===== config.mk =====
export PLATFORM = sky130hd
export DESIGN_NAME = dot8_top
export DESIGN_NICKNAME = d
export VERILOG_FILES = /design/src/hdl/dot8_pkg.sv /design/src/hdl/dot8_top.sv /design/src/hdl/result_accumulator.sv /design/src/hdl/pipe_control.sv /design/src/hdl/adder_tree.sv /design/src/hdl/product_stage.sv
export SDC_FILE = /design/constraint.sdc
export NUM_CORES = 2
export LEC_CHECK = 0
export BUFFER_PORTS_ARGS = -buffer_cell sky130_fd_sc_hd__buf_2
export CELL_PAD_IN_SITES_DETAIL_PLACEMENT = 0
export CELL_PAD_IN_SITES_GLOBAL_PLACEMENT = 1
export CORE_ASPECT_RATIO = 1.25
export CORE_MARGIN = 1.5
export CORE_UTILIZATION = 35
export DETAILED_ROUTE_END_ITERATION = 8
export MAX_ROUTING_LAYER = met4
export PLACE_DENSITY_LB_ADDON = 0.1
export SLEW_MARGIN = 15
export SYNTH_ARGS = -nofsm -noshare
export SYNTH_HDL_FRONTEND = slang
export SYNTH_SLANG_ARGS = --single-unit

===== constraint.sdc =====
create_clock -name clk -period 7.8 [get_ports clk]
set_input_delay 1.17 -clock clk [delete_from_list [all_inputs] [get_ports clk]]
set_output_delay 1.17 -clock clk [all_outputs]
set_load 0.05 [all_outputs]

===== src/hdl/dot8_pkg.sv =====
// Dot8 shared definitions

package dot8_pkg;

   // ========================================================================
   // Beat geometry
   // ========================================================================

   // Operands carried by one input beat
   localparam int NUM_OPERANDS = 8;

   // Operands are consumed in pairs, one product each
   localparam int NUM_PRODUCTS = 4;

   // Advancing cycles from acceptance until the sum leaves the adder tree
   // Operand reg, product reg, first-level sum reg, final sum reg
   localparam int PIPE_LATENCY = 4;

   // ========================================================================
   // Shared types
   // ========================================================================

   // One bit per pipeline stage, bit i set when stage i holds a live beat
   typedef logic [PIPE_LATENCY-1:0] stage_flags_t;

   // Result accumulator FSM
   typedef enum logic [1:0] {
      acc_idle,
      acc_sum,
      acc_hold
   } acc_state_t;

endpackage

===== src/hdl/dot8_top.sv =====
// Dot8 multiply-accumulate top
`timescale 1ns/1ns

module dot8_top #(
   parameter int WIDTH = 16
) (
   input  logic                 clk,
   input  logic                 rst,
   input  logic                 in_valid,
   output logic                 in_ready,
   input  logic                 in_last,
   input  logic [WIDTH-1:0]     op_0,
   input  logic [WIDTH-1:0]     op_1,
   input  logic [WIDTH-1:0]     op_2,
   input  logic [WIDTH-1:0]     op_3,
   input  logic [WIDTH-1:0]     op_4,
   input  logic [WIDTH-1:0]     op_5,
   input  logic [WIDTH-1:0]     op_6,
   input  logic [WIDTH-1:0]     op_7,
   output logic                 result_valid,
   input  logic                 result_ready,
   output logic [WIDTH-1:0]     result,
   output dot8_pkg::acc_state_t acc_state
);
   import dot8_pkg::*;

   // Ports above are wired for eight operands in four pairs
   if (NUM_OPERANDS != 2 * NUM_PRODUCTS) begin : g_bad_geometry
      $error("dot8_top expects two operands per product");
   end

   logic             advance;
   logic             sum_valid;
   logic             sum_last;
   logic             hold_full;
   logic [WIDTH-1:0] prod_0;
   logic [WIDTH-1:0] prod_1;
   logic [WIDTH-1:0] prod_2;
   logic [WIDTH-1:0] prod_3;
   logic [WIDTH-1:0] sum;

   // ========================================================================
   // Control and datapath
   // ========================================================================

   pipe_control ctrl_i (
      .clk          (clk),
      .rst          (rst),
      .in_valid     (in_valid),
      .in_last      (in_last),
      .hold_full    (hold_full),
      .result_ready (result_ready),
      .in_ready     (in_ready),
      .advance      (advance),
      .sum_valid    (sum_valid),
      .sum_last     (sum_last)
   );

   product_stage #(.WIDTH(WIDTH)) prod_i (
      .clk     (clk),
      .rst     (rst),
      .advance (advance),
      .op_0    (op_0),
      .op_1    (op_1),
      .op_2    (op_2),
      .op_3    (op_3),
      .op_4    (op_4),
      .op_5    (op_5),
      .op_6    (op_6),
      .op_7    (op_7),
      .prod_0  (prod_0),
      .prod_1  (prod_1),
      .prod_2  (prod_2),
      .prod_3  (prod_3)
   );

   adder_tree #(.WIDTH(WIDTH)) tree_i (
      .clk     (clk),
      .rst     (rst),
      .advance (advance),
      .prod_0  (prod_0),
      .prod_1  (prod_1),
      .prod_2  (prod_2),
      .prod_3  (prod_3),
      .sum     (sum)
   );

   // Accumulator sees the sum alongside its flags from the control chain
   result_accumulator #(.WIDTH(WIDTH)) acc_i (
      .clk          (clk),
      .rst          (rst),
      .sum_valid    (sum_valid),
      .sum_last     (sum_last),
      .sum          (sum),
      .result_ready (result_ready),
      .hold_full    (hold_full),
      .result_valid (result_valid),
      .result       (result),
      .state        (acc_state)
   );

endmodule


===== src/hdl/result_accumulator.sv =====
// Group total accumulator
`timescale 1ns/1ns

module result_accumulator #(
   parameter int WIDTH = 16
) (
   input  logic                 clk,
   input  logic                 rst,
   input  logic                 sum_valid,
   input  logic                 sum_last,
   input  logic [WIDTH-1:0]     sum,
   input  logic                 result_ready,
   output logic                 hold_full,
   output logic                 result_valid,
   output logic [WIDTH-1:0]     result,
   output dot8_pkg::acc_state_t state
);
   import dot8_pkg::*;

   acc_state_t       next_state;
   logic [WIDTH-1:0] run_sum;
   logic [WIDTH-1:0] beat_total;
   logic             stall;
   logic             take;

   assign hold_full    = (state == acc_hold);
   assign result_valid = hold_full;

   // Same condition that freezes the pipeline upstream
   assign stall = hold_full && !result_ready;
   // Beat at the tree output is consumed only on an advancing cycle
   assign take  = sum_valid && !stall;

   // Running sum plus this beat, wraps at WIDTH
   assign beat_total = run_sum + sum;

   // ========================================================================
   // FSM
   // ========================================================================

   always_comb begin
      next_state = state;
      case (state)
         acc_idle, acc_sum: begin
            if (take) begin
               next_state = sum_last ? acc_hold : acc_sum;
            end
         end
         acc_hold: begin
            // take implies result_ready here, so the held total leaves
            if (take) begin
               next_state = sum_last ? acc_hold : acc_sum;
            end else if (result_ready) begin
               next_state = acc_idle;
            end
         end
         default: begin
            next_state = acc_idle;
         end
      endcase
   end

   always_ff @(posedge clk or posedge rst) begin
      if (rst) begin
         state   <= acc_idle;
         run_sum <= '0;
      end else begin
         state <= next_state;
         if (take) begin
            // Last beat closes the group and starts the next from zero
            run_sum <= sum_last ? '0 : beat_total;
         end
      end
   end

   // Output register, loaded with the group total on a last beat
   always_ff @(posedge clk) begin
      if (take && sum_last) begin
         result <= beat_total;
      end
   end

   // Held total must not move until it is taken
   a_hold_stable : assert property (@(posedge clk) disable iff (rst)
      result_valid && !result_ready |=> result_valid && $stable(result));

endmodule


===== src/hdl/pipe_control.sv =====
// Pipeline valid tracking and stall
`timescale 1ns/1ns

module pipe_control (
   input  logic clk,
   input  logic rst,
   input  logic in_valid,
   input  logic in_last,
   input  logic hold_full,
   input  logic result_ready,
   output logic in_ready,
   output logic advance,
   output logic sum_valid,
   output logic sum_last
);
   import dot8_pkg::*;

   localparam int CNT_W = $clog2(PIPE_LATENCY + 1);

   stage_flags_t           valid_flags;
   stage_flags_t           last_flags;
   // Advance history over the last PIPE_LATENCY cycles
   stage_flags_t           adv_hist;
   logic [CNT_W-1:0]       warm_cnt;

   // Freeze only while a finished total sits unclaimed
   assign advance  = !(hold_full && !result_ready);
   assign in_ready = advance;

   // ========================================================================
   // Valid and last chains
   // ========================================================================

   always_ff @(posedge clk or posedge rst) begin
      if (rst) begin
         valid_flags <= '0;
         last_flags  <= '0;
      end else if (advance) begin
         // in_ready equals advance, so in_valid here means accepted
         valid_flags <= {valid_flags[PIPE_LATENCY-2:0], in_valid};
         last_flags  <= {last_flags[PIPE_LATENCY-2:0], in_valid && in_last};
      end
   end

   assign sum_valid = valid_flags[PIPE_LATENCY-1];
   assign sum_last  = last_flags[PIPE_LATENCY-1];

   // Cycles since reset, saturating at the latency
   always_ff @(posedge clk or posedge rst) begin
      if (rst) begin
         warm_cnt <= '0;
         adv_hist <= '0;
      end else begin
         if (warm_cnt < PIPE_LATENCY) begin
            warm_cnt <= warm_cnt + 1'b1;
         end
         adv_hist <= {adv_hist[PIPE_LATENCY-2:0], advance};
      end
   end

   // ========================================================================
   // Checks
   // ========================================================================

   // Nothing can reach the end of the chain before it fills
   a_warmup : assert property (@(posedge clk) disable iff (rst)
      warm_cnt < PIPE_LATENCY |-> !sum_valid);

   // Without a stall the chain is a plain delay line
   a_latency : assert property (@(posedge clk) disable iff (rst)
      (warm_cnt == PIPE_LATENCY && &adv_hist)
         |-> sum_valid == $past(in_valid && in_ready, PIPE_LATENCY));

endmodule


===== src/hdl/adder_tree.sv =====
// Two-level product reduction
`timescale 1ns/1ns

module adder_tree #(
   parameter int WIDTH = 16
) (
   input  logic             clk,
   input  logic             rst,
   input  logic             advance,
   input  logic [WIDTH-1:0] prod_0,
   input  logic [WIDTH-1:0] prod_1,
   input  logic [WIDTH-1:0] prod_2,
   input  logic [WIDTH-1:0] prod_3,
   output logic [WIDTH-1:0] sum
);
   import dot8_pkg::*;

   logic [WIDTH-1:0] prod_in [NUM_PRODUCTS];
   // First level halves the product count
   logic [WIDTH-1:0] lvl1_r  [NUM_PRODUCTS/2];
   logic [WIDTH-1:0] sum_r;

   assign prod_in = '{prod_0, prod_1, prod_2, prod_3};

   // Both levels move together with the rest of the pipeline
   always_ff @(posedge clk or posedge rst) begin
      if (rst) begin
         for (int i = 0; i < NUM_PRODUCTS/2; i++) begin
            lvl1_r[i] <= '0;
         end
         sum_r <= '0;
      end else if (advance) begin
         // Adjacent products, carry out dropped
         for (int i = 0; i < NUM_PRODUCTS/2; i++) begin
            lvl1_r[i] <= prod_in[2*i] + prod_in[2*i+1];
         end
         // Final level
         sum_r <= lvl1_r[0] + lvl1_r[1];
      end
   end

   assign sum = sum_r;

endmodule


===== src/hdl/product_stage.sv =====
// Operand and product stages
`timescale 1ns/1ns

module product_stage #(
   parameter int WIDTH = 16
) (
   input  logic             clk,
   input  logic             rst,
   input  logic             advance,
   input  logic [WIDTH-1:0] op_0,
   input  logic [WIDTH-1:0] op_1,
   input  logic [WIDTH-1:0] op_2,
   input  logic [WIDTH-1:0] op_3,
   input  logic [WIDTH-1:0] op_4,
   input  logic [WIDTH-1:0] op_5,
   input  logic [WIDTH-1:0] op_6,
   input  logic [WIDTH-1:0] op_7,
   output logic [WIDTH-1:0] prod_0,
   output logic [WIDTH-1:0] prod_1,
   output logic [WIDTH-1:0] prod_2,
   output logic [WIDTH-1:0] prod_3
);
   import dot8_pkg::*;

   // Loose operand ports gathered so the stages can loop
   logic [WIDTH-1:0] op_in  [NUM_OPERANDS];
   logic [WIDTH-1:0] op_r   [NUM_OPERANDS];
   logic [WIDTH-1:0] prod_r [NUM_PRODUCTS];

   assign op_in = '{op_0, op_1, op_2, op_3, op_4, op_5, op_6, op_7};

   // Stage 0 latches the beat, stage 1 multiplies neighbouring operands
   // Product keeps the low WIDTH bits only, so it wraps like the rest
   always_ff @(posedge clk or posedge rst) begin
      if (rst) begin
         for (int i = 0; i < NUM_OPERANDS; i++) begin
            op_r[i] <= '0;
         end
         for (int i = 0; i < NUM_PRODUCTS; i++) begin
            prod_r[i] <= '0;
         end
      end else if (advance) begin
         for (int i = 0; i < NUM_OPERANDS; i++) begin
            op_r[i] <= op_in[i];
         end
         // Pair k is op_2k times op_2k+1
         for (int i = 0; i < NUM_PRODUCTS; i++) begin
            prod_r[i] <= op_r[2*i] * op_r[2*i+1];
         end
      end
   end

   assign prod_0 = prod_r[0];
   assign prod_1 = prod_r[1];
   assign prod_2 = prod_r[2];
   assign prod_3 = prod_r[3];

endmodule


==> summary.md <==
| Metric | Value |
|---|---|
| Routed Antenna Nets | `0` |
| EDFF count, synth | `16` |
| Asr flop ratio synth | `0.943` |
| Number of inserted diodes | `0` |
| Synth Cell Area | `approximately 29000 sq um` |
| Synth top area share | `0.233` |
| DRC violations left | `0` |
| F_max | `~180 MHz` |
| Clock sink count | `282` |
| Reg2reg setup slack | `between 2 and 2.5 ns` |
| Commonest non-fill, non-tap cell in the layout | `nand2_1` |
| Max-slew violations | `0` |
| Router iterations before antenna repair | `5` |
| Crit path required time | `between 8 and 9 ns` |
| Vias in the first global route | `approximately 23000` |
| Min-Delay Path Class | `reg -> reg` |
| # rows | `roughly 120` |
| Die height | `322 microns` |
| CTS buffer count | `37` |
| Synth cell types | `60` |
| CP arrival | `between 5 and 6 ns` |
| Avg Synthesized Cell Area | `~8.8 sq um` |
| Clock-pin slew on the worst setup and hold paths | `about 0.060 ns` |
| Total number of yosys warnings | `0` |
| Slew margin rel. | `0.354` |
| Synth top area cells | `dfrtp_1 (23%), fa_1 (23%), ha_1 (11%)` |
| Detailed Route WL | `around 72 mm` |
| Final #Nets | `~4000` |
| MaxCap Viol Count | `0` |
| RR Startpoint | `prod_i.op_r[1]` |
| Synth-to-Final Area Change | `10.5%` |
| Commonest non-fill, non-tap cells in the layout | `nand2_1 (798), inv_1 (461), fa_1 (324)` |
| Post CTS Setup Buffer Count | `0` |
| # hold bufs at CTS | `0` |
| Placer congestion estimate | `about 0.84` |
| Most used routing layer | `met2` |
| Setup Crit Path Kind | `reg -> reg` |
| RR Endpoint | `prod_i.prod_3[15]` |
| Hold Crit Depth | `2` |
| WHS Endpoint | `ctrl_i.last_flags[1]` |
| GR Util All Layers | `0.185` |
| Met2 GRT Util | `0.321` |
| Slew @ Worst Pin | `0.965 ns` |
| Core region area | `80400 sq um` |
| Cell count after synthesis | `around 3300` |
| Hold_ws | `~0.47 ns` |
| Buffers added on ports | `about 150` |
| Root Buffer | `clkbuf_16` |
| RSZ-0062 raised after global routing | `false` |
| Initial Util | `0.355` |
| Vias per inst | `4.72` |
| Sequential standard cell area | `about 7000 sq um` |
| Worst slack at placement | `2.20 ns` |
| Die width | `approximately 260 microns` |
| Fill cells | `between 8000 and 9000` |
| Bufs on Longest Clock Path | `3` |
| Total gr overflow | `0` |
| Clk Latency, worst-skew pair | `0.57 ns` |
| Met3 usage | `0.0215` |
| IO Pins | `~150` |
| Worst setup EP type | `register` |
| Initial antenna violation count | `0` |
| Period utilisation layout | `0.713` |
| Top FF cell, synth | `dfrtp_1` |
| Iter 0 DRT Violations | `~660` |
| Area of the multi-input gates | `approximately 19000 sq um` |
| Post-synthesis sequential area ratio | `0.250` |
| Final setup viols | `0` |
| Worst hold path startpoint | `ctrl_i.last_flags[1]` |
| Fin util | `0.393` |
| Final Hold Vio Count | `0` |
| Clk_skew | `0.0210 ns` |
| Post-cts sizing count | `0` |
| Syn nets | `about 4000` |
| Status | `complete, no violations` |
| Worst R2R Path Depth | `18` |
| Synthesis-stage register bit count | `approximately 280` |
| Routed wire per std cell | `approximately 16 microns` |
| Final WS setup | `roughly 2.2 ns` |
| Die ar. | `about 83000 sq um` |
| Most area-hungry cell type in the Yosys netlist | `dfrtp_1` |
| Critical-path maximum fanout | `16` |
| Tmin final | `around 5.6 ns` |
| TritonCTS clock tree | `built` |
| DR vias | `between 20000 and 25000` |
| # H-tree levels | `2` |
| Layout cell share with drive strength beyond 1 | `0.0720` |
| Met1 global-route usage | `0.227` |
| Setup TNS | `0 ns` |
| Startpoint types | `register` |
| First-pass GRT wire length | `approximately 120 mm` |
| Largest net degree at the start of global routing | `between 100 and 150` |
| DP HPWL | `56.2 mm` |
==> critical path, cell delays in order (launching register included) <==
cell and delay (ns):
dfrtp_1 0.59, and2_1 0.27, fa_1 0.53, inv_1 0.05, fa_1 0.54, inv_1 0.06, fa_1 0.52, fa_1 0.56
inv_1 0.05, fa_1 0.45, fa_1 0.41, xor2_1 0.17, xnor2_1 0.14, xnor2_1 0.21, xnor2_1 0.16, xnor2_1 0.11
xnor2_1 0.31, xnor2_1 0.18, a21oi_1 0.09
==> registers in the layout, summed over array words and instances (netlist names) <==
name	cells
prod_i.op_r	128
tree_i.lvl1_r	32
acc_i.result	16
acc_i.run_sum	16
prod_i.prod_0	16
prod_i.prod_1	16
prod_i.prod_2	16
prod_i.prod_3	16
tree_i.sum	16
ctrl_i.last_flags	4
ctrl_i.valid_flags	4
acc_i.state	2
==> synthesized netlist by cell type, types with 14 or more instances <==
cell type	instances
nor3_1	36
a21o_1	23
o21ai_0	40
nor2_1	103
ha_1	256
dfrtp_1	266
clkbuf_1	129
nand3_1	26
and2_1	264
xnor2_1	138
inv_1	462
a22o_1	14
edfxtp_1	16
xor2_1	69
a21oi_1	126
fa_1	324
nand2_1	798
==> worst max path at each step <==
stage / start / endpoint / slack [ns] / cells past startpoint
4_1_cts: prod_i.op_r[1] / prod_i.prod_3[15] / 2.15 / 18
5_1_grt: prod_i.op_r[1] / prod_i.prod_3[15] / 1.93 / 18
3_5_place_dp: prod_i.op_r[1] / prod_i.prod_3[15] / 2.20 / 18
3_3_place_gp: prod_i.op_r[1] / prod_i.prod_3[15] / 2.17 / 18
2_1_floorplan: prod_i.op_r[65] / prod_i.prod_1[15] / 2.74 / 20
6_report: prod_i.op_r[1] / prod_i.prod_3[15] / 2.24 / 18
==> cell type report <==
cell class              instances  share of cell area
flip-flops and latches        282               0.226
clock buffers                  53              0.0352
inverters                     463              0.0554
well taps                    1062              0.0421
clock inverters                14             0.00686
repair buffers                161              0.0266
multi-input cells            2376               0.608
==> layer usage <==
metal | share of wire | up-vias
li1 | - | 10200
met1 | 0.44 | 10300
met2 | 0.50 | 253
met3 | 0.027 | 89
met4 | 0.025 | 0
met5 | 0 | -
==> through the flow <==
| stage | cells | instance area (sq um) |
|---|---|---|
| 2_1_floorplan | 3255 | 28600 |
| 3_3_place_gp | 4344 | 30200 |
| 3_5_place_dp | 4344 | 30200 |
| 4_1_cts | 4411 | 31600 |
| 5_1_grt | 4411 | 31600 |
| 6_report | 4411 | 31600 |
==> cells by family (layout without fill, tap and decap cells) <==
kind of cell / Yosys count / count (layout) / synth area share
compound gates: 296 / 296 / 0.0665
mux: 1 / 1 / 0.000350
flops: 282 / 282 / 0.250
xor+xnor: 207 / 207 / 0.0635
simple gates: 1292 / 1292 / 0.202
buf+inv: 597 / 691 / 0.0787
fa+ha+maj: 580 / 580 / 0.339
Power is not shown: default switching activity piles up to over one toggle a cycle in this logic, so the estimate is an artifact.
